File: src/ul_pack_pkg.sv
`default_nettype none

package ul_pack_pkg;

    // ------------------------------------------------------------------------
    // frame geometry
    // ------------------------------------------------------------------------
    localparam int FRAME_BEATS = 96;
    localparam int GROUP_BEATS = 8;
    localparam int GROUPS      = 12;
    localparam int NUM_ANT     = 4;
    localparam int SAMPLE_W    = 14;
    localparam int LANE_W      = 16;
    localparam int WORD_W      = 64;
    localparam int ADDR_W      = 7;

    // sample region of the cpri buffer, control slots sit on either side
    localparam int FIRST_SAMPLE_ADDR = 7;
    localparam int LAST_SAMPLE_ADDR  = 90;

    typedef logic [SAMPLE_W-1:0]         sample_t;
    // antenna 0 in the low bits
    typedef logic [NUM_ANT*SAMPLE_W-1:0] beat_t;
    typedef logic [WORD_W-1:0]           word_t;
    typedef logic [ADDR_W-1:0]           addr_t;
    typedef logic [$clog2(GROUP_BEATS)-1:0] re_t;
    typedef logic [$clog2(GROUPS)-1:0]   group_t;

    // ------------------------------------------------------------------------
    // header word 0 layout, unlisted bits are zero
    // ------------------------------------------------------------------------
    localparam int HDR_RBG_MSB  = 51;
    localparam int HDR_RBG_LSB  = 48;
    localparam int HDR_AIU_MSB  = 44;
    localparam int HDR_AIU_LSB  = 43;
    localparam int HDR_LANE_MSB = 42;
    localparam int HDR_LANE_LSB = 40;
    localparam int HDR_CH_MSB   = 39;
    localparam int HDR_CH_LSB   = 36;
    localparam int HDR_PRB_MSB  = 35;
    localparam int HDR_PRB_LSB  = 28;
    localparam int HDR_CELL     = 19;
    localparam int HDR_SLOT_MSB = 18;
    localparam int HDR_SLOT_LSB = 12;
    localparam int HDR_SYM_MSB  = 11;
    localparam int HDR_SYM_LSB  = 8;
    localparam int HDR_INFO_MSB = 7;
    localparam int HDR_INFO_LSB = 4;

endpackage

`default_nettype wire
File: src/ul_frame_writer.sv
`timescale 1ns/1ps
`default_nettype none

module ul_frame_writer (
    input  wire                        clk,
    input  wire                        rst,
    input  wire                        i_vld,
    input  wire                        i_sop,
    input  wire ul_pack_pkg::beat_t    i_ant_data,
    input  wire [3:0]                  i_ch_type,
    input  wire                        i_cell_idx,
    input  wire [6:0]                  i_slot_idx,
    input  wire [3:0]                  i_sym_idx,
    input  wire [8:0]                  i_prb_idx,
    input  wire [7:0]                  i_info,
    input  wire [1:0]                  i_aiu_idx,
    input  wire [2:0]                  i_lane_idx,
    input  wire [3:0]                  i_rbg_idx,
    input  wire [31:0]                 i_fft_agc,
    output logic                       o_wr_en,
    output ul_pack_pkg::addr_t         o_wr_addr,
    output ul_pack_pkg::beat_t         o_wr_data,
    output logic                       o_frame_done,
    output ul_pack_pkg::word_t         o_hdr_word,
    output ul_pack_pkg::word_t         o_agc_word
);
    import ul_pack_pkg::*;

    addr_t beat_cnt;
    word_t hdr_next;
    logic  last_beat;

    assign last_beat = i_vld && (beat_cnt == addr_t'(FRAME_BEATS - 1));

    // beat position within the frame, idle cycles restart it
    always_ff @(posedge clk)
    begin
        if (rst)
        begin
            beat_cnt     <= '0;
            o_wr_en      <= 1'b0;
            o_frame_done <= 1'b0;
        end
        else
        begin
            o_wr_en      <= i_vld;
            o_frame_done <= last_beat;
            if (i_vld && !last_beat)
                beat_cnt <= beat_cnt + 1'b1;
            else
                beat_cnt <= '0;
        end
    end

    always_ff @(posedge clk)
    begin
        o_wr_addr <= beat_cnt;
        o_wr_data <= i_ant_data;
    end

    // ------------------------------------------------------------------------
    // header capture on start of frame
    // ------------------------------------------------------------------------
    always_comb
    begin
        hdr_next                           = '0;
        hdr_next[HDR_RBG_MSB:HDR_RBG_LSB]   = i_rbg_idx;
        hdr_next[HDR_AIU_MSB:HDR_AIU_LSB]   = i_aiu_idx;
        hdr_next[HDR_LANE_MSB:HDR_LANE_LSB] = i_lane_idx;
        hdr_next[HDR_CH_MSB:HDR_CH_LSB]     = i_ch_type;
        hdr_next[HDR_PRB_MSB:HDR_PRB_LSB]   = i_prb_idx[7:0];
        hdr_next[HDR_CELL]                 = i_cell_idx;
        hdr_next[HDR_SLOT_MSB:HDR_SLOT_LSB] = i_slot_idx;
        hdr_next[HDR_SYM_MSB:HDR_SYM_LSB]   = i_sym_idx;
        hdr_next[HDR_INFO_MSB:HDR_INFO_LSB] = i_info[7:4];
    end

    // held until the next sop, so still valid when frame_done fires
    always_ff @(posedge clk)
    begin
        if (i_vld && i_sop)
        begin
            o_hdr_word <= hdr_next;
            o_agc_word <= {{(WORD_W - 32){1'b0}}, i_fft_agc};
        end
    end

    a_sop_at_frame_start : assert property (
        @(posedge clk) disable iff (rst) (i_vld && i_sop) |-> (beat_cnt == '0));

endmodule

`default_nettype wire

File: config.mk
export PLATFORM = sky130hd
export DESIGN_NAME = ul_frame_writer
export DESIGN_NICKNAME = d
export VERILOG_FILES = /design/src/ul_pack_pkg.sv /design/src/ul_frame_writer.sv
export SDC_FILE = /design/constraint.sdc
export NUM_CORES = 1
export LEC_CHECK = 0
export ABC_AREA = 1
export BUFFER_PORTS_ARGS = -buffer_cell sky130_fd_sc_hd__buf_2
export CAP_MARGIN = 10
export CORE_AREA = 3 3 127 129
export DETAILED_ROUTE_END_ITERATION = 6
export DIE_AREA = 0 0 130 132
export GPL_ROUTABILITY_DRIVEN = 0
export GPL_TIMING_DRIVEN = 0
export HOLD_SLACK_MARGIN = 0.05
export PLACE_DENSITY_LB_ADDON = 0.12
export SETUP_SLACK_MARGIN = 0.15
export SLEW_MARGIN = 20
export SYNTH_ARGS = -nofsm -noshare
export SYNTH_HDL_FRONTEND = slang
export SYNTH_SLANG_ARGS = --single-unit
export TNS_END_PERCENT = 10
File: constraint.sdc
create_clock -name clk -period 1.99 [get_ports clk]
set_input_delay 0.199 -clock clk [delete_from_list [all_inputs] [get_ports clk]]
set_output_delay 0.199 -clock clk [all_outputs]
set_load 0.02 [all_outputs]
==> flow_metrics.tcl <==
set metrics [dict create \
    run_status "completed" \
    ios 327 \
    rsz0062_at_grt "no" \
    powerDensity_nw_per_um2 928 \
    max_freq_ghz 0.823 \
    rows 45 \
    min-delay-start "i_vld" \
    crit_chain "dlygate4sd3_1 > buf_2 > nor2_4 > dlygate4sd3_1" \
    final-instance-count-excl-fill 908 \
    slew_viol_final 0 \
    syn_area_sq_um 4170 \
    final_net_count 841 \
    track_usage 0.140 \
    reg2reg_from "beat_cnt[0]" \
    r2r_end "beat_cnt[6]" \
    hold_ws_ns 0.172 \
    drc 0 \
    final-setup-viol-count 0 \
    syn_avg_cell_area_sq_um 17.5 \
    cpLargestDelayFamily "buffers and inverters" \
    grt_overflow_total 0 \
    arrival_ns 1.57 \
    layout-drive-gt1-share 0.505 \
    root_buffer "clkbuf_16" \
    die_x_um 130 \
    yosysWarnings 0 \
    final.fill_count 1304 \
    num_vias 3327 \
    hold_end "beat_cnt[2]" \
    antenna_found_initial 2 \
    period_share 0.611 \
    hpwl_um 8620 \
    synthArstFlopShare 0 \
    r2r_cells 6 \
    drt-total-wl_um 12100 \
    placedCellCount 748 \
    clk_pin_slew_worst_paths_ns 0.06 \
    fin_util 0.517 \
    synth_top_area_frac 0.497 \
    cp-start-kind "input port" \
    r2r_slack_ns 0.86 \
    whs_path_depth 5 \
    grt_pass1_vias 3471 \
    netlist_instances 238 \
    min_period_ns 1.22 \
    dieArea_sq_um 17200 \
    cp-end-kind "flip-flop" \
    clock_sinks 141 \
    synth_edf_count 69 \
    area_delta_synth_final_pct 88.0 \
    clock_latency_ns 0.41 \
    grt_max_degree 37 \
    synthFlopType "dfxtp_1" \
    path_buf_inv 3 \
    core_sq_um 15100 \
    slowest_stage "dlygate4sd3_1" \
    synth_top_area_cell "edfxtp_1" \
    crit_fanout 3 \
    cts_tree "yes" \
    grt_pass1_wl_um 18000 \
    synth_common_cells "dfxtp_1, edfxtp_1, buf_4, nor2_1, inv_1" \
    ant_nets 0 \
    leakagePower_nw 3.71 \
    ys_ff_latch 141 \
    cts_inserted_buffers 17 \
    drt_iter0_drc 103 \
    ctsResizeCount 0 \
    crit_required_ns 2.35 \
    setup_slack_ns 0.775 \
    worst_ir_drop_vdd_mv 0.508 \
    wl_per_cell_um 13.4 \
    seq_area_frac_synth 0.843 \
    cts_htree_levels 4 \
    drtPass1Iterations 4 \
    hp-class "input port to flip-flop" \
    max_stage_delay_ns 0.56 \
    post-place-ws_ns 0.500 \
    worst-setup-path-type "input port to flip-flop" \
    synth.area.top_cells "edfxtp_1, dfxtp_1, buf_4" \
    synth.most_common_cell "dfxtp_1" \
    die_h_um 132 \
    portBuffers 262 \
    hold_viol_final 0 \
    max-clock-path-buffers 2 \
    maxCapViolCount 0 \
    start_util 0.275 \
    final.setup_skew_ns 0.00323 \
    path_common_cell "dlygate4sd3_1" \
    ys_types 22 \
    viasPerCell 3.66 \
]
power by group:
group / internal [mW] / total (mW) / switching, mW / leakage (nW)
sequential: 3.22 / 3.25 / 0.0388 / 1.25
combinational: 0.442 / 0.937 / 0.495 / 2.18
clock: 1.81 / 3.08 / 1.26 / 0.286
total: 5.47 / 7.27 / 1.80 / 3.71
worst max path at each step:
stage	startpoint	end	slack [ns]	cells past startpoint
after floorplan	i_sop	o_agc_word[0]	0.31	2
after global placement	i_sop	o_agc_word[6]	-0.31	3
after detailed placement	i_sop	o_hdr_word[43]	0.50	5
after CTS	o_hdr_word[16]	o_hdr_word[16]	0.77	1
after global routing	rst	o_wr_en	0.75	4
final	rst	o_wr_en	0.77	4
tightest hold or removal path, stage by stage:
cell and delay [ns]:
buf_2 0.11, inv_1 0.08, nor2_4 0.05, inv_1 0.06, nor3_1 0.04
metal layers:
layer	GRT usage	routed length [um]
met5	0	13
met4	0.0676	344
met2	0.253	6330
met1	0.130	4160
met3	0.0673	1290
cell type report:
| class | count | area [sq um] | area share |
|---|---|---|---|
| clock buffer | 18 | 450 | 0.0575 |
| multi-input combinational | 88 | 398 | 0.0508 |
| tap | 188 | 235 | 0.0300 |
| timing repair buffer | 391 | 2630 | 0.336 |
| inverter | 8 | 33.8 | 0.00431 |
| clock inverter | 14 | 129 | 0.0164 |
| buffer | 59 | 443 | 0.0565 |
| sequential | 141 | 3510 | 0.448 |
| antenna | 1 | 2.50 | 0.000319 |
what timing repair did:
item                      4_1_cts  5_1_grt
setup buffers                   0        0
hold buffers                  127        0
hold endpoints to repair      126        0
stage by stage:
step | total power, mW | area [sq um] | TNS (ns)
after floorplan | 3.75 | 4390 | 0
after global placement | 4.04 | 5930 | -21.05
after detailed placement | 4.05 | 5980 | 0
after CTS | 7.35 | 7830 | 0
after global routing | 7.57 | 7830 | 0
final | 7.27 | 7840 | 0
flip-flops by register name, indices dropped and copies added, names as in the netlist:
signal and count:
o_wr_en 1, o_wr_addr 7, o_wr_data 56, o_frame_done 1, o_hdr_word 37, beat_cnt 7, o_agc_word 32
kinds of logic (layout without fill, tap and decap cells):
logic type,count (synthesis),in the layout,synth area share
buffers and inverters,67,490,0.114
and+or+nand+nor,23,23,0.0309
DFF,141,141,0.843
AOI/OAI and AO/OA,3,3,0.00420
other,1,60,0.000900
adders and majority gates,1,1,0.00300
xor gates and xnor gates,2,2,0.00420
cell usage in the layout (no fill, tap or decap), types with 2 or more instances in the layout:
| cell | Yosys | final |
|---|---|---|
| buf_2 | 0 | 262 |
| buf_4 | 59 | 59 |
| clkbuf_16 | 0 | 18 |
| clkinv_4 | 0 | 2 |
| clkinvlp_4 | 0 | 2 |
| conb_1 | 1 | 59 |
| dfxtp_1 | 72 | 72 |
| dlygate4sd3_1 | 0 | 127 |
| edfxtp_1 | 69 | 69 |
| inv_1 | 7 | 6 |
| inv_4 | 0 | 2 |
| inv_6 | 0 | 6 |
| nand2_1 | 4 | 4 |
| nand2_2 | 2 | 2 |
| nand3_1 | 2 | 2 |
| nor2_1 | 8 | 8 |
| nor2_4 | 2 | 2 |
Note: power is estimated with default switching activity, not from simulation.
