==> config.mk <==
export PLATFORM = sky130hd
export DESIGN_NAME = ul_cpri_mapper
export DESIGN_NICKNAME = d
export VERILOG_FILES = /design/src/ul_pack_pkg.sv /design/src/ul_cpri_mapper.sv
export SDC_FILE = /design/constraint.sdc
export NUM_CORES = 1
export LEC_CHECK = 0
export ABC_AREA = 1
export BUFFER_PORTS_ARGS = -buffer_cell sky130_fd_sc_hd__buf_2
export CAP_MARGIN = 40
export CORE_MARGIN = 1.5
export CORE_UTILIZATION = 30
export DETAILED_ROUTE_END_ITERATION = 7
export GPL_TIMING_DRIVEN = 1
export PLACE_DENSITY = 0.62
export SLEW_MARGIN = 25
export SYNTH_ARGS = -nofsm -noshare
export SYNTH_HDL_FRONTEND = slang
export SYNTH_SLANG_ARGS = --single-unit
==> constraint.sdc <==
create_clock -name clk -period 1.7 [get_ports clk]
set_input_delay 0.255 -clock clk [delete_from_list [all_inputs] [get_ports clk]]
set_output_delay 0.255 -clock clk [all_outputs]
set_load 0.02 [all_outputs]
==> src/ul_pack_pkg.sv <==
`default_nettype none

package ul_pack_pkg;

    // ------------------------------------------------------------------------
    // frame geometry
    // ------------------------------------------------------------------------
    localparam int FRAME_BEATS = 96;
    localparam int GROUP_BEATS = 8;
    localparam int GROUPS      = 12;
    localparam int NUM_ANT     = 4;
    localparam int SAMPLE_W    = 14;
    localparam int LANE_W      = 16;
    localparam int WORD_W      = 64;
    localparam int ADDR_W      = 7;

    // sample region of the cpri buffer, control slots sit on either side
    localparam int FIRST_SAMPLE_ADDR = 7;
    localparam int LAST_SAMPLE_ADDR  = 90;

    typedef logic [SAMPLE_W-1:0]         sample_t;
    // antenna 0 in the low bits
    typedef logic [NUM_ANT*SAMPLE_W-1:0] beat_t;
    typedef logic [WORD_W-1:0]           word_t;
    typedef logic [ADDR_W-1:0]           addr_t;
    typedef logic [$clog2(GROUP_BEATS)-1:0] re_t;
    typedef logic [$clog2(GROUPS)-1:0]   group_t;

    // ------------------------------------------------------------------------
    // header word 0 layout, unlisted bits are zero
    // ------------------------------------------------------------------------
    localparam int HDR_RBG_MSB  = 51;
    localparam int HDR_RBG_LSB  = 48;
    localparam int HDR_AIU_MSB  = 44;
    localparam int HDR_AIU_LSB  = 43;
    localparam int HDR_LANE_MSB = 42;
    localparam int HDR_LANE_LSB = 40;
    localparam int HDR_CH_MSB   = 39;
    localparam int HDR_CH_LSB   = 36;
    localparam int HDR_PRB_MSB  = 35;
    localparam int HDR_PRB_LSB  = 28;
    localparam int HDR_CELL     = 19;
    localparam int HDR_SLOT_MSB = 18;
    localparam int HDR_SLOT_LSB = 12;
    localparam int HDR_SYM_MSB  = 11;
    localparam int HDR_SYM_LSB  = 8;
    localparam int HDR_INFO_MSB = 7;
    localparam int HDR_INFO_LSB = 4;

endpackage

`default_nettype wire
==> src/ul_cpri_mapper.sv <==
`timescale 1ns/1ps
`default_nettype none

module ul_cpri_mapper (
    input  wire                        clk,
    input  wire                        rst,
    input  wire                        i_pk_vld,
    input  wire ul_pack_pkg::word_t    i_pk_lanes,
    input  wire ul_pack_pkg::re_t      i_pk_re,
    input  wire ul_pack_pkg::group_t   i_pk_group,
    input  wire ul_pack_pkg::word_t    i_hdr_word,
    input  wire ul_pack_pkg::word_t    i_agc_word,
    output logic                       o_cpri_wen,
    output ul_pack_pkg::addr_t         o_cpri_waddr,
    output ul_pack_pkg::word_t         o_cpri_wdata,
    output logic                       o_cpri_wlast
);
    import ul_pack_pkg::*;

    // control slots past the sample region start at LAST_SAMPLE_ADDR + 1
    localparam int TAIL_OFS = LAST_SAMPLE_ADDR + 1 - FIRST_SAMPLE_ADDR;

    addr_t samp_addr;
    addr_t slot_addr;
    word_t ctrl_word;
    logic  is_ctrl;

    assign is_ctrl = (i_pk_re == '0);

    always_comb
    begin
        if (i_pk_group < group_t'(FIRST_SAMPLE_ADDR))
            slot_addr = addr_t'(i_pk_group);
        else
            slot_addr = addr_t'(i_pk_group) + addr_t'(TAIL_OFS);
        case (i_pk_group)
            group_t'(0): ctrl_word = i_hdr_word;
            group_t'(1): ctrl_word = i_agc_word;
            default:     ctrl_word = '0;
        endcase
    end

    // ------------------------------------------------------------------------
    // running sample address, wraps 90 -> 7 for back to back frames
    // ------------------------------------------------------------------------
    always_ff @(posedge clk)
    begin
        if (rst)
        begin
            samp_addr    <= addr_t'(FIRST_SAMPLE_ADDR);
            o_cpri_wen   <= 1'b0;
            o_cpri_wlast <= 1'b0;
        end
        else
        begin
            o_cpri_wen   <= i_pk_vld;
            o_cpri_wlast <= i_pk_vld && (i_pk_re == re_t'(GROUP_BEATS - 1)) &&
                            (i_pk_group == group_t'(GROUPS - 1));
            if (i_pk_vld && !is_ctrl)
            begin
                if (samp_addr == addr_t'(LAST_SAMPLE_ADDR))
                    samp_addr <= addr_t'(FIRST_SAMPLE_ADDR);
                else
                    samp_addr <= samp_addr + 1'b1;
            end
        end
    end

    always_ff @(posedge clk)
    begin
        o_cpri_waddr <= is_ctrl ? slot_addr : samp_addr;
        o_cpri_wdata <= is_ctrl ? ctrl_word : i_pk_lanes;
    end

    // last write of a frame lands on the final sample address
    a_wlast_on_last_word : assert property (
        @(posedge clk) disable iff (rst)
        o_cpri_wlast |-> (o_cpri_wen && (o_cpri_waddr == addr_t'(LAST_SAMPLE_ADDR))));

endmodule

`default_nettype wire

==> flow_metrics.py <==
metrics = {
    "run_status": {
        "status": "finished, final reports clean",
    },
    "critical_path": {
        "max_stage_delay_ns": 0.43,
        "path_max_fanout": 6,
        "cp.buffers_inverters": 2,
        "r2r_cells": 8,
        "critical_path_class": "flop to flop",
        "crit-reg2reg-launch": "samp_addr[0]$_SDFFE_PP1P_",
        "startpoint_type": "flop",
        "path_cells": "inv_1 -> ha_1 -> nand2_1 -> inv_1 -> nand3b_1 -> nor2_1 -> nor2_1 -> o21ai_0",
        "cp_data_required_time_ns": 1.91,
        "cp.depth": 8,
        "r2r-end": "samp_addr[0]$_SDFFE_PP1P_",
        "cp_top_family": "flip-flops",
        "rrSetupSlack_ns": 0.30,
        "endpoint_kind": "flop",
        "cp.arrival_ns": 1.61,
        "critPathSlowestCell": "dfxtp_1",
    },
    "global_routing": {
        "grt_max_degree": 81,
        "grt_pass1_wl_microns": 20300,
        "grt_pass1_vias": 4186,
        "antenna_found_initial": 2,
        "globalRoute.totalOverflow": 0,
        "grt_usage": 0.193,
    },
    "clocking": {
        "path_clk_slew_ns": 0.06,
        "clock_sinks": 80,
        "clockBufferDepth": 2,
        "cts_tree": "built",
        "htreeDepth": 3,
        "holdBufCountCts": 0,
        "cts_root_buf": "clkbuf_16",
        "clock_latency_ns": 0.33,
        "cts-resized-gates": 0,
        "cts_setup_buffers": 0,
        "cts_buffers": 9,
    },
    "route": {
        "vias": 4692,
        "postRouteAntennaNets": 0,
        "via_per_inst": 5.20,
        "dr.pass1.iters": 5,
        "drtIter0Drc": 274,
        "drc": 0,
        "wire_per_inst_microns": 15.0,
        "wirelength_microns": 13500,
    },
    "place": {
        "dp.final_hpwl_microns": 10100,
        "gp_congestion": 0.855,
        "io_buffers": 274,
    },
    "timing": {
        "maxSlewHeadroom": 0.771,
        "setup_viol": 0,
        "worst_pin_slew_ns": 0.344,
        "period_share": 0.824,
        "rsz0062_at_grt": "false",
        "maxSlewViolCount": 0,
        "finalHoldViolCount": 0,
        "setup_tns_ns": 0,
        "max_freq_mhz": 714,
        "skew_ns": 0.00200,
        "layout_min_cycle_time_ns": 1.40,
    },
    "synth": {
        "synthXorXnorAreaFrac": 0,
        "ys_types": 23,
        "synth_top_family_by_area": "simple AND/OR/NAND/NOR gates",
        "syn-num-nets": 688,
        "synthMuxAreaShare": 0,
        "synth_fa_ha_area_frac": 0.0196,
        "syn_inst": 480,
        "synthSimpleGateAreaFrac": 0.331,
        "syn_area_sq_um": 3820,
        "synth_seq_area_share": 0.419,
        "syn_area_per_cell_sq_um": 7.96,
        "synth_compound_area_frac": 0.129,
        "ys.warnings.count": 0,
        "synth-seq-cells": 80,
    },
    "floorplan": {
        "io_pins": 275,
        "core_area_sq_um": 12500,
        "start_util": 0.305,
        "fp.dieW_microns": 116,
        "num_rows": 41,
        "fp.dieArea_sq_um": 13400,
        "die_h_microns": 116,
    },
    "power": {
        "p_leak_nw": 2.50,
        "p_per_area_nw_per_um2": 890,
        "p_int_mw": 3.57,
        "switchingPower_mw": 1.42,
        "seq_power_share": 0.415,
        "peakVddDrop_mv": 0.499,
        "netSwitchingFraction": 0.285,
        "combinationalPowerShare": 0.207,
        "p_total_mw": 4.99,
        "p_clk_frac": 0.378,
    },
    "layout": {
        "drive_above_1_share": 0.429,
        "fin_nets": 932,
        "syn_to_final_growth_pct": 46.8,
        "n_fill_cell": 1304,
    },
    "min_path": {
        "hold_path.class": "primary input to flop",
        "hp-start": "rst",
        "whs_endpoint": "samp_addr[5]$_SDFFE_PP0P_",
        "holdPathStages": 2,
    },
    "job": {
        "drv_cap": 0,
    },
}
-- area by class of cell --
type                    instances  area [sq um]  share of cell area
multi-input cells             329          1840               0.329
flip-flops and latches         80          1600               0.286
repair buffers                289          1600               0.285
clock buffers                  10           229              0.0408
well taps                     172           215              0.0384
clock inverters                 6          60.1              0.0107
inverters                      15          60.1              0.0107
diodes                          1          2.50            0.000446
-- worst max-delay path by stage --
stage,from,slack [ns],end
after floorplan,i_pk_group[3],0.50,o_cpri_wdata[10]$_DFF_P_
after global placement,i_pk_group[2],0.28,o_cpri_wdata[0]$_DFF_P_
after detailed placement,i_pk_group[2],0.24,o_cpri_wdata[36]$_DFF_P_
after CTS,samp_addr[0]$_SDFFE_PP1P_,0.32,samp_addr[0]$_SDFFE_PP1P_
after global routing,samp_addr[0]$_SDFFE_PP1P_,0.13,samp_addr[0]$_SDFFE_PP1P_
final,samp_addr[0]$_SDFFE_PP1P_,0.30,samp_addr[0]$_SDFFE_PP1P_
-- synthesized netlist by cell type --
cell / instances / share of area
nor2_2: 1 / 0.0016
buf_2: 35 / 0.046
inv_4: 1 / 0.0016
nand2_2: 2 / 0.0033
nor2_1: 76 / 0.075
o21ai_2: 1 / 0.0023
clkbuf_1: 7 / 0.0069
dfxtp_1: 80 / 0.42
o211ai_1: 2 / 0.0039
nand3b_1: 1 / 0.0020
nand4_1: 129 / 0.21
a21oi_1: 4 / 0.0052
o21bai_1: 1 / 0.0020
nand2_1: 24 / 0.024
buf_6: 6 / 0.018
o21ai_0: 7 / 0.0092
nand3_1: 9 / 0.012
inv_1: 14 / 0.014
o21ai_1: 1 / 0.0013
a31oi_1: 64 / 0.10
nand2_4: 1 / 0.0029
ha_1: 6 / 0.020
buf_4: 8 / 0.016
-- layer usage --
| layer | wire length (microns) | part of all wire | vias to the layer above | track usage |
|---|---|---|---|---|
| met1 | 5770 | 0.43 | 2184 | 0.247 |
| met3 | 1180 | 0.087 | 13 | 0.0523 |
| met5 | 10 | 0.00074 | - | 0 |
| li1 | - | - | 2292 | - |
| met2 | 6460 | 0.48 | 201 | 0.317 |
| met4 | 125 | 0.0092 | 2 | 0.0626 |
-- registers in the layout, summed over array words and instances, names as in the netlist --
signal / flops
o_cpri_waddr: 7
o_cpri_wdata: 64
o_cpri_wen: 1
o_cpri_wlast: 1
samp_addr: 7
-- layout by cell type (no fill, tap or decap) --
master      instances
bufinv_16           1
diode_2             1
nor2_2              1
nand3_1             9
dfxtp_1            80
clkinvlp_4          2
clkinv_2            4
inv_2               1
clkbuf_1            1
ha_4                1
inv_4               1
ha_1                5
buf_12              9
a21oi_1             4
o21ai_2             1
o21bai_1            1
nand2_4             1
nand4_1           129
a31oi_1            64
clkbuf_16           9
nand2_2             2
o211ai_1            2
nand2_1            24
o21ai_0             7
buf_4               6
inv_1              12
nand3b_1            1
buf_2             274
nor2_1             76
o21ai_1             1
-- through the flow --
step | instance area [sq um] | utilization | setup slack [ns] | hold WS [ns] | std cells
floorplan | 3820 | - | 0.498 | 0.324 | 480
global placement | 5320 | 0.425 | 0.276 | 0.496 | 885
detailed placement | 5320 | 0.425 | 0.241 | 0.494 | 885
CTS | 5610 | 0.448 | 0.315 | 0.153 | 901
global route | 5610 | 0.448 | 0.132 | 0.172 | 901
finish | 5610 | 0.448 | 0.299 | 0.171 | 902
-- cells by family (layout without fill, tap and decap cells) --
logic type	Yosys count	after routing
adders and majority gates	6	6
buffers and inverters	71	320
and+or+nand+nor	243	243
DFF	80	80
AOI/OAI and AO/OA	80	80
other	0	1
-- power by group through the flow --
stage          logic [mW]  registers, mW  clock network (mW)
6_report             1.04           2.07                1.89
5_1_grt              1.13           2.09                2.06
4_1_cts              1.04           2.07                1.95
3_5_place_dp         1.04           2.11                   0
3_3_place_gp         1.02           2.11                   0
2_1_floorplan       0.371           2.29                   0
(Power assumes the default switching activity.)
