$ cat src/ul_pack_pkg.sv
`default_nettype none

package ul_pack_pkg;

    // ------------------------------------------------------------------------
    // frame geometry
    // ------------------------------------------------------------------------
    localparam int FRAME_BEATS = 96;
    localparam int GROUP_BEATS = 8;
    localparam int GROUPS      = 12;
    localparam int NUM_ANT     = 4;
    localparam int SAMPLE_W    = 14;
    localparam int LANE_W      = 16;
    localparam int WORD_W      = 64;
    localparam int ADDR_W      = 7;

    // sample region of the cpri buffer, control slots sit on either side
    localparam int FIRST_SAMPLE_ADDR = 7;
    localparam int LAST_SAMPLE_ADDR  = 90;

    typedef logic [SAMPLE_W-1:0]         sample_t;
    // antenna 0 in the low bits
    typedef logic [NUM_ANT*SAMPLE_W-1:0] beat_t;
    typedef logic [WORD_W-1:0]           word_t;
    typedef logic [ADDR_W-1:0]           addr_t;
    typedef logic [$clog2(GROUP_BEATS)-1:0] re_t;
    typedef logic [$clog2(GROUPS)-1:0]   group_t;

    // ------------------------------------------------------------------------
    // header word 0 layout, unlisted bits are zero
    // ------------------------------------------------------------------------
    localparam int HDR_RBG_MSB  = 51;
    localparam int HDR_RBG_LSB  = 48;
    localparam int HDR_AIU_MSB  = 44;
    localparam int HDR_AIU_LSB  = 43;
    localparam int HDR_LANE_MSB = 42;
    localparam int HDR_LANE_LSB = 40;
    localparam int HDR_CH_MSB   = 39;
    localparam int HDR_CH_LSB   = 36;
    localparam int HDR_PRB_MSB  = 35;
    localparam int HDR_PRB_LSB  = 28;
    localparam int HDR_CELL     = 19;
    localparam int HDR_SLOT_MSB = 18;
    localparam int HDR_SLOT_LSB = 12;
    localparam int HDR_SYM_MSB  = 11;
    localparam int HDR_SYM_LSB  = 8;
    localparam int HDR_INFO_MSB = 7;
    localparam int HDR_INFO_LSB = 4;

endpackage

`default_nettype wire
$ cat src/ul_sample_packer.sv
`timescale 1ns/1ps
`default_nettype none

module ul_sample_packer (
    input  wire                        clk,
    input  wire                        rst,
    input  wire                        i_rd_vld,
    input  wire ul_pack_pkg::beat_t    i_rd_beat,
    input  wire ul_pack_pkg::re_t      i_rd_re,
    input  wire ul_pack_pkg::group_t   i_rd_group,
    output logic                       o_pk_vld,
    output ul_pack_pkg::word_t         o_pk_lanes,
    output ul_pack_pkg::re_t           o_pk_re,
    output ul_pack_pkg::group_t        o_pk_group
);
    import ul_pack_pkg::*;

    beat_t   prev_beat;
    word_t   lanes;
    sample_t cur_s;
    sample_t prev_s;
    logic [2*SAMPLE_W-1:0] pair;
    logic [2*SAMPLE_W-1:0] shifted;
    logic [4:0] shift;

    // previous sample still owes 14 - (2r - 2) bits
    assign shift = {1'b0, i_rd_re, 1'b0} - 5'd2;

    // ------------------------------------------------------------------------
    // 8 x 14 bit samples -> 7 x 16 bit lanes, per antenna
    // ------------------------------------------------------------------------
    always_comb
    begin
        lanes   = '0;
        cur_s   = '0;
        prev_s  = '0;
        pair    = '0;
        shifted = '0;
        for (int a = 0; a < NUM_ANT; a++)
        begin
            cur_s   = i_rd_beat[a*SAMPLE_W +: SAMPLE_W];
            prev_s  = prev_beat[a*SAMPLE_W +: SAMPLE_W];
            pair    = {cur_s, prev_s};
            shifted = pair >> shift;
            lanes[a*LANE_W +: LANE_W] = shifted[LANE_W-1:0];
        end
    end

    always_ff @(posedge clk)
    begin
        if (rst)
            o_pk_vld <= 1'b0;
        else
            o_pk_vld <= i_rd_vld;
    end

    always_ff @(posedge clk)
    begin
        if (i_rd_vld)
            prev_beat <= i_rd_beat;
        // beat 0 only primes prev_beat
        o_pk_lanes <= (i_rd_re == '0) ? '0 : lanes;
        o_pk_re    <= i_rd_re;
        o_pk_group <= i_rd_group;
    end

endmodule

`default_nettype wire

$ cat config.mk
export PLATFORM = sky130hd
export DESIGN_NAME = ul_sample_packer
export DESIGN_NICKNAME = d
export VERILOG_FILES = /design/src/ul_pack_pkg.sv /design/src/ul_sample_packer.sv
export SDC_FILE = /design/constraint.sdc
export NUM_CORES = 1
export LEC_CHECK = 0
export ABC_AREA = 1
export BUFFER_PORTS_ARGS = -buffer_cell sky130_fd_sc_hd__buf_2
export CAP_MARGIN = 0
export CELL_PAD_IN_SITES_DETAIL_PLACEMENT = 2
export CELL_PAD_IN_SITES_GLOBAL_PLACEMENT = 2
export CORE_MARGIN = 2
export CORE_UTILIZATION = 30
export CTS_CLUSTER_SIZE = 40
export DETAILED_ROUTE_END_ITERATION = 7
export PLACE_DENSITY_LB_ADDON = 0.08
export SLEW_MARGIN = 5
export SYNTH_ARGS = -nofsm -noshare
export SYNTH_HDL_FRONTEND = slang
export SYNTH_SLANG_ARGS = --single-unit
$ cat constraint.sdc
create_clock -name clk -period 2.4 [get_ports clk]
set_input_delay 0.48 -clock clk [delete_from_list [all_inputs] [get_ports clk]]
set_output_delay 0.48 -clock clk [all_outputs]
set_load 0.005 [all_outputs]
==> summary.txt, run 1 <==
Logic synthesis
  – Synthesized area per cell: 6.86 µm²
  – Syn Nets: 1106
  – Gate Count Post-Synth: 1038
  – Yosys warns: 0
  – Flops & latches, synth: 128
  – Post-Syn Area: 0.00712 mm²
  – Synth cell types: 25
  – Post-synthesis sequential area ratio: 43.9%

CTS
  – CTS Buf Count: 17
  – H-Tree Depth: 4
  – Post-CTS Hold Buffers: 0
  – Post-CTS sizing: 0
  – Clock Tree Buf Depth: 2
  – Root Buffer: clkbuf_16
  – Clock sinks: 128
  – Clock slew at reported path FFs: 0.07 ns
  – Clk_lat worst skew: 0.43 ns
  – CTS tree: yes
  – Post-CTS setup buffer count: 0

Floorplanning
  – Core footprint: 0.0234 mm²
  – Die Ht: 158 µm
  – Area of the die: 0.0250 mm²
  – Rows: 56
  – I/O pin count: 138
  – Chip Width: 158 µm
  – Starting Density: 30.4%

Timing
  – Final min period: 1.87 ns
  – Fmax achieved: 535 MHz
  – RSZ-0062 raised after global routing: false
  – Setup violators final: 0
  – Final Cycle Share: 77.9%
  – Hold Fails Final Rpt: 0
  – Slew Limit Headroom: 54.3%
  – Worst-Margin Slew: 0.679 ns
  – Final max-slew violation count: 0
  – Clock skew: 0.00780 ns
  – Setup TNS: 0 ns

Worst hold path
  – WHS Path Cells: 1
  – Hold EP: o_pk_group[0]
  – Worst Min Path Start: i_rd_group[0]
  – HP Class: primary input to flip-flop

Worst setup path
  – Critical path peak fanout: 45
  – Reg2reg end: o_pk_lanes[37]
  – Depth of the most critical reg-to-reg path: 6
  – Crit path DAT: 2.17 ns
  – CP Class: primary input to flip-flop
  – CP endpoint kind: flip-flop
  – Worst EP required: 2.70 ns
  – R2R Setup Slk: 1.08 ns
  – Critical path startpoint category: primary input
  – R2r startpoint: prev_beat[35]

Placement
  – Placer Congestion: 0.901
  – Dpl cell area: 0.00814 mm²
  – Port Buf Inserts: 137
  – Post-DP HPWL: 22.9 mm

Global routing
  – Grt peak-use layer: met2
  – Vias in the first global route: 8393
  – All-Layer GR Usage: 26.3%
  – Largest net degree at the start of global routing: 117
  – Initial antenna violation count: 0
  – GR Util met3: 2.66%
  – Grt met1 use: 24.6%
  – First-pass GRT wire length: 47.8 mm
  – Grt met2 use: 52.1%
  – Total grt overflow: 0

Routing
  – DRC violation count after routing: 0
  – Total number of vias: 7679
  – Post-DRT Antenna Nets: 0
  – WL/cell: 21.4 µm
  – First-pass detailed-route iteration total: 4
  – Iteration-0 DRC Markers: 352
  – Vias per std cell: 5.20
  – Final WL: 31.7 mm

Power
  – Pwr Density: 802 mW/mm²
  – VDD IR max: 0.000384 V
  – Leakage: 0.00430 µW

Final layout
  – Most frequent cells in the layout: nand2_1, nand3_1, buf_2
  – Post-route cell area: 0.00873 mm²
  – Share of layout cells above drive strength 1: 17.5%
  – N_diodes: 0
  – Fill cells: 2885
  – Post-layout util: 37.3%
  – Area grow syn2layout: 22.7%
  – Commonest non-fill, non-tap cell in the layout: nand2_1
  – Final nets: 1213

Flow run
  – Max_cap viols: 0

Run status
  – Outcome: finished clean
==> how the worst max path moves through the flow <==
stage / from / slack [ns] / endpoint
after floorplan: i_rd_re[0] / 0.23 / o_pk_lanes[1]
after global placement: i_rd_re[1] / 0.20 / o_pk_lanes[51]
after detailed placement: i_rd_re[1] / 0.18 / o_pk_lanes[16]
after CTS: i_rd_re[1] / 0.57 / o_pk_lanes[23]
after global routing: i_rd_re[1] / 0.45 / o_pk_lanes[23]
final: i_rd_re[1] / 0.53 / o_pk_lanes[51]
==> metrics by stage <==
step | hold slack (ns) | setup slack, ns | power, µW | cells
2_1_floorplan | 0.508 | 0.229 | 3570 | 1038
3_3_place_gp | 0.582 | 0.199 | 4340 | 1445
3_5_place_dp | 0.585 | 0.183 | 4370 | 1445
4_1_cts | 0.128 | 0.575 | 7090 | 1477
5_1_grt | 0.132 | 0.454 | 7360 | 1477
6_report | 0.147 | 0.530 | 7000 | 1477
==> metal layers <==
layer  part of all wire (%)  vias up
met5                      0        -
met3                    2.3       90
met2                     55      199
li1                       -     3598
met4                    7.9        0
met1                     34     3792
==> kinds of logic (layout without fill, tap and decap cells) <==
group,after synthesis,in the layout,synth area share [%]
simple gates,666,666,38.8
fa+ha+maj,2,2,0.352
mux,1,1,0.141
compound gates,111,111,8.23
buf+inv,130,250,8.60
flops,128,128,43.9
==> synthesized netlist by cell type (all sizes together) <==
library cell | number | area [µm²]
a31oi | 7 | 50.1
o211ai | 4 | 30.0
clkbuf | 18 | 67.6
mux2i | 1 | 10.0
edfxtp | 56 | 1680
o21ai | 49 | 245
ha | 2 | 25.0
nand2 | 446 | 1680
nor2 | 30 | 120
dfxtp | 72 | 1440
nand3 | 190 | 963
a21oi | 49 | 245
o21a | 2 | 15.0
inv | 60 | 230
buf | 52 | 314
==> critical path: stages <==
cell,delay (ns)
buf_2,0.08
inv_1,0.13
ha_4,0.35
inv_2,0.07
buf_12,0.18
o21ai_0,0.59
nand2_1,0.11
nand2_1,0.09
a21oi_1,0.06
==> layout make-up <==
cell class	count	area (µm²)	area share [%]
clock buffers	18	450	5.16
well taps	319	399	4.57
inverters	60	230	2.64
flip-flops and latches	128	3120	35.8
repair buffers	158	983	11.3
multi-input cells	780	3400	39.0
clock inverters	14	143	1.63
==> power by group <==
| part | total, µW | switching (µW) | internal (µW) | leakage, µW |
|---|---|---|---|---|
| sequential | 2660 | 107 | 2560 | 0.00115 |
| clock | 2690 | 1160 | 1530 | 0.000293 |
| combinational | 1650 | 1090 | 561 | 0.00285 |
| total | 7000 | 2360 | 4650 | 0.00430 |
==> sequential cells by signal (all words and copies together) (netlist names) <==
signal and count:
o_pk_group 4, o_pk_lanes 64, o_pk_re 3, o_pk_vld 1, prev_beat 56
Power figures use the tool's default switching activity.
==> run 2, diff against run 1 <==
- clock period: 2.4 -> 1.8 ns (I/O delays scaled with it)
==> run 2 against run 1 <==
Net effect:
- worst setup slack got worse by 0.32 ns
- critical endpoint is now o_pk_lanes[28]
- utilization is 2.6 points higher
- first-iteration DRC count shrank 5.1%
- power grew 40%
- count of clock-buffer cells in the layout increased by 2
- wire length increased by 1.2%
==> summary.txt, run 2 (synthesis gave the netlist of run 1 again) <==
Worst setup path
  – Worst EP required: 2.15 ns
  – CP Class: primary input to flip-flop
  – CP endpoint kind: flip-flop
  – R2R Setup Slk: 0.53 ns
  – Peak per-stage delay on the critical path: 0.26 ns
  – Critical path cell sequence: buf_2, inv_1, ha_4, inv_2, buf_4, buf_4, nand3_1, nand2_1, o21ai_0, a21oi_1
  – Critical path peak fanout: 23
  – Critical path startpoint category: primary input
  – Crit path DAT: 1.94 ns
  – Crit-path slowest cell: ha_4
  – Most Frequent Cell on Critical Path: buf_4

Final layout
  – Most frequent cells in the layout: nand2_1, nand3_1, buf_2
  – Post-route cell area: 0.00935 mm²
  – Area of the multi-input gates: 0.00342 mm²
  – Fill cells: 2868
  – Final nets: 1283
  – Area grow syn2layout: 31.4%
  – Flip-flop count of the largest register after layout: 64
  – Share of layout cells above drive strength 1: 22.2%
  – Commonest non-fill, non-tap cell in the layout: nand2_1
  – N_diodes: 0
  – Biggest regs: o_pk_lanes: 64 flops, prev_beat: 56 flops, o_pk_group: 4 flops
  – Largest Register: o_pk_lanes
  – Register area: 0.00312 mm²

Power
  – Switching power share of the total: 32.0%
  – Internal Dissipation: 6660 µW
  – Sequential fraction of design power: 36.3%
  – Pwr Density: 1050 mW/mm²
  – Total power draw: 9790 µW
  – Gate power share: 24.5%
  – Leakage: 0.00467 µW
  – VDD IR max: 0.000615 V
  – Switching pwr: 3130 µW
  – Clock power frac: 39.2%

Timing
  – Setup violators final: 0
  – Setup TNS: 0 ns
  – Worst-Margin Slew: 0.499 ns
  – RSZ-0062 raised after global routing: false
  – Final Cycle Share: 88.3%
  – Fmax achieved: 629 MHz
  – Clock skew: 0.0107 ns
  – Slew Limit Headroom: 66.4%
  – Final min period: 1.59 ns
  – Final max-slew violation count: 0
  – Hold Fails Final Rpt: 0

Run status
  – Outcome: finished clean

Placement
  – Port Buf Inserts: 137
  – Dpl cell area: 0.00872 mm²
  – Post-DP HPWL: 24.3 mm
  – Placer Congestion: 0.821

Global routing
  – Largest net degree at the start of global routing: 70
  – Vias in the first global route: 8683
  – Total grt overflow: 0
  – Initial antenna violation count: 0
  – All-Layer GR Usage: 26.4%
  – First-pass GRT wire length: 48.2 mm

CTS
  – Post-CTS sizing: 0
  – CTS Buf Count: 17
  – Clock Tree Buf Depth: 2
  – Post-CTS Hold Buffers: 0
  – Clock slew at reported path FFs: 0.06 ns
  – Clock sinks: 128
  – Root Buffer: clkbuf_16
  – Post-CTS setup buffer count: 0
  – Clk_lat worst skew: 0.44 ns
  – CTS tree: yes
  – H-Tree Depth: 4

Routing
  – DRC violation count after routing: 0
  – Post-DRT Antenna Nets: 0
  – Total number of vias: 7818
  – First-pass detailed-route iteration total: 4
  – Iteration-0 DRC Markers: 334
  – WL/cell: 20.7 µm
  – Vias per std cell: 5.05
  – Final WL: 32.0 mm

Floorplanning
  – Core footprint: 0.0234 mm²
  – Die Ht: 158 µm
  – Rows: 56
  – Starting Density: 30.4%
  – Chip Width: 158 µm
  – Area of the die: 0.0250 mm²
  – I/O pin count: 138

Worst hold path
  – HP Class: primary input to flip-flop

Flow run
  – Max_cap viols: 0
## run 2: path summary, 6_finish.rpt
| kind | depth (start not counted) | endpoint | startpoint |
|---|---|---|---|
| min reg2reg | 4 | o_pk_lanes[33] | prev_beat[29] |
| max reg2reg | 7 | o_pk_lanes[18] | prev_beat[22] |
| max | 10 | o_pk_lanes[28] | i_rd_re[1] |
| min | 1 | o_pk_group[1] | i_rd_group[1] |
## run 2: metal layers
layer	up-vias	part of all wire [%]	GRT usage, %
li1	3729	-	-
met1	3835	35	24.4
met2	170	57	53.1
met3	84	2.3	3.72
met4	0	6.4	17.1
met5	-	0	0
## run 2: cell type report
| cell class | count | share of cell area (%) |
|---|---|---|
| Inverter | 60 | 2.46 |
| Clock buffer | 20 | 5.00 |
| Tap cell | 319 | 4.27 |
| Clock inverter | 12 | 1.81 |
| Timing Repair Buffer | 228 | 16.5 |
| Multi-Input combinational cell | 780 | 36.5 |
| Sequential cell | 128 | 33.4 |
## run 2: power by group through the flow
stage	clock network [µW]	logic (µW)	registers, µW
detailed placement	0	2410	3620
global route	4020	2670	3590
floorplan	0	1200	3600
finish	3840	2390	3560
global placement	0	2360	3610
CTS	3890	2440	3570
## run 2: per-stage QoR
stage                     hold slack [ns]  instances  worst slack [ns]  utilization [%]
final                              0.0192       1547             0.211             40.0
after floorplan                     0.388       1038        -0.0000454                -
after global placement              0.462       1515            -0.180             37.2
after global routing               0.0107       1547             0.143             40.0
after detailed placement            0.464       1515            -0.253             37.2
after CTS                          0.0116       1547             0.203             40.0
## run 2: worst max-delay path, delay by kind of cell
family                     cells  cell delay [ns]
AOI/OAI and AO/OA              2             0.29
adders and majority gates      1             0.26
buffers and inverters          5             0.78
and+or+nand+nor                2             0.23
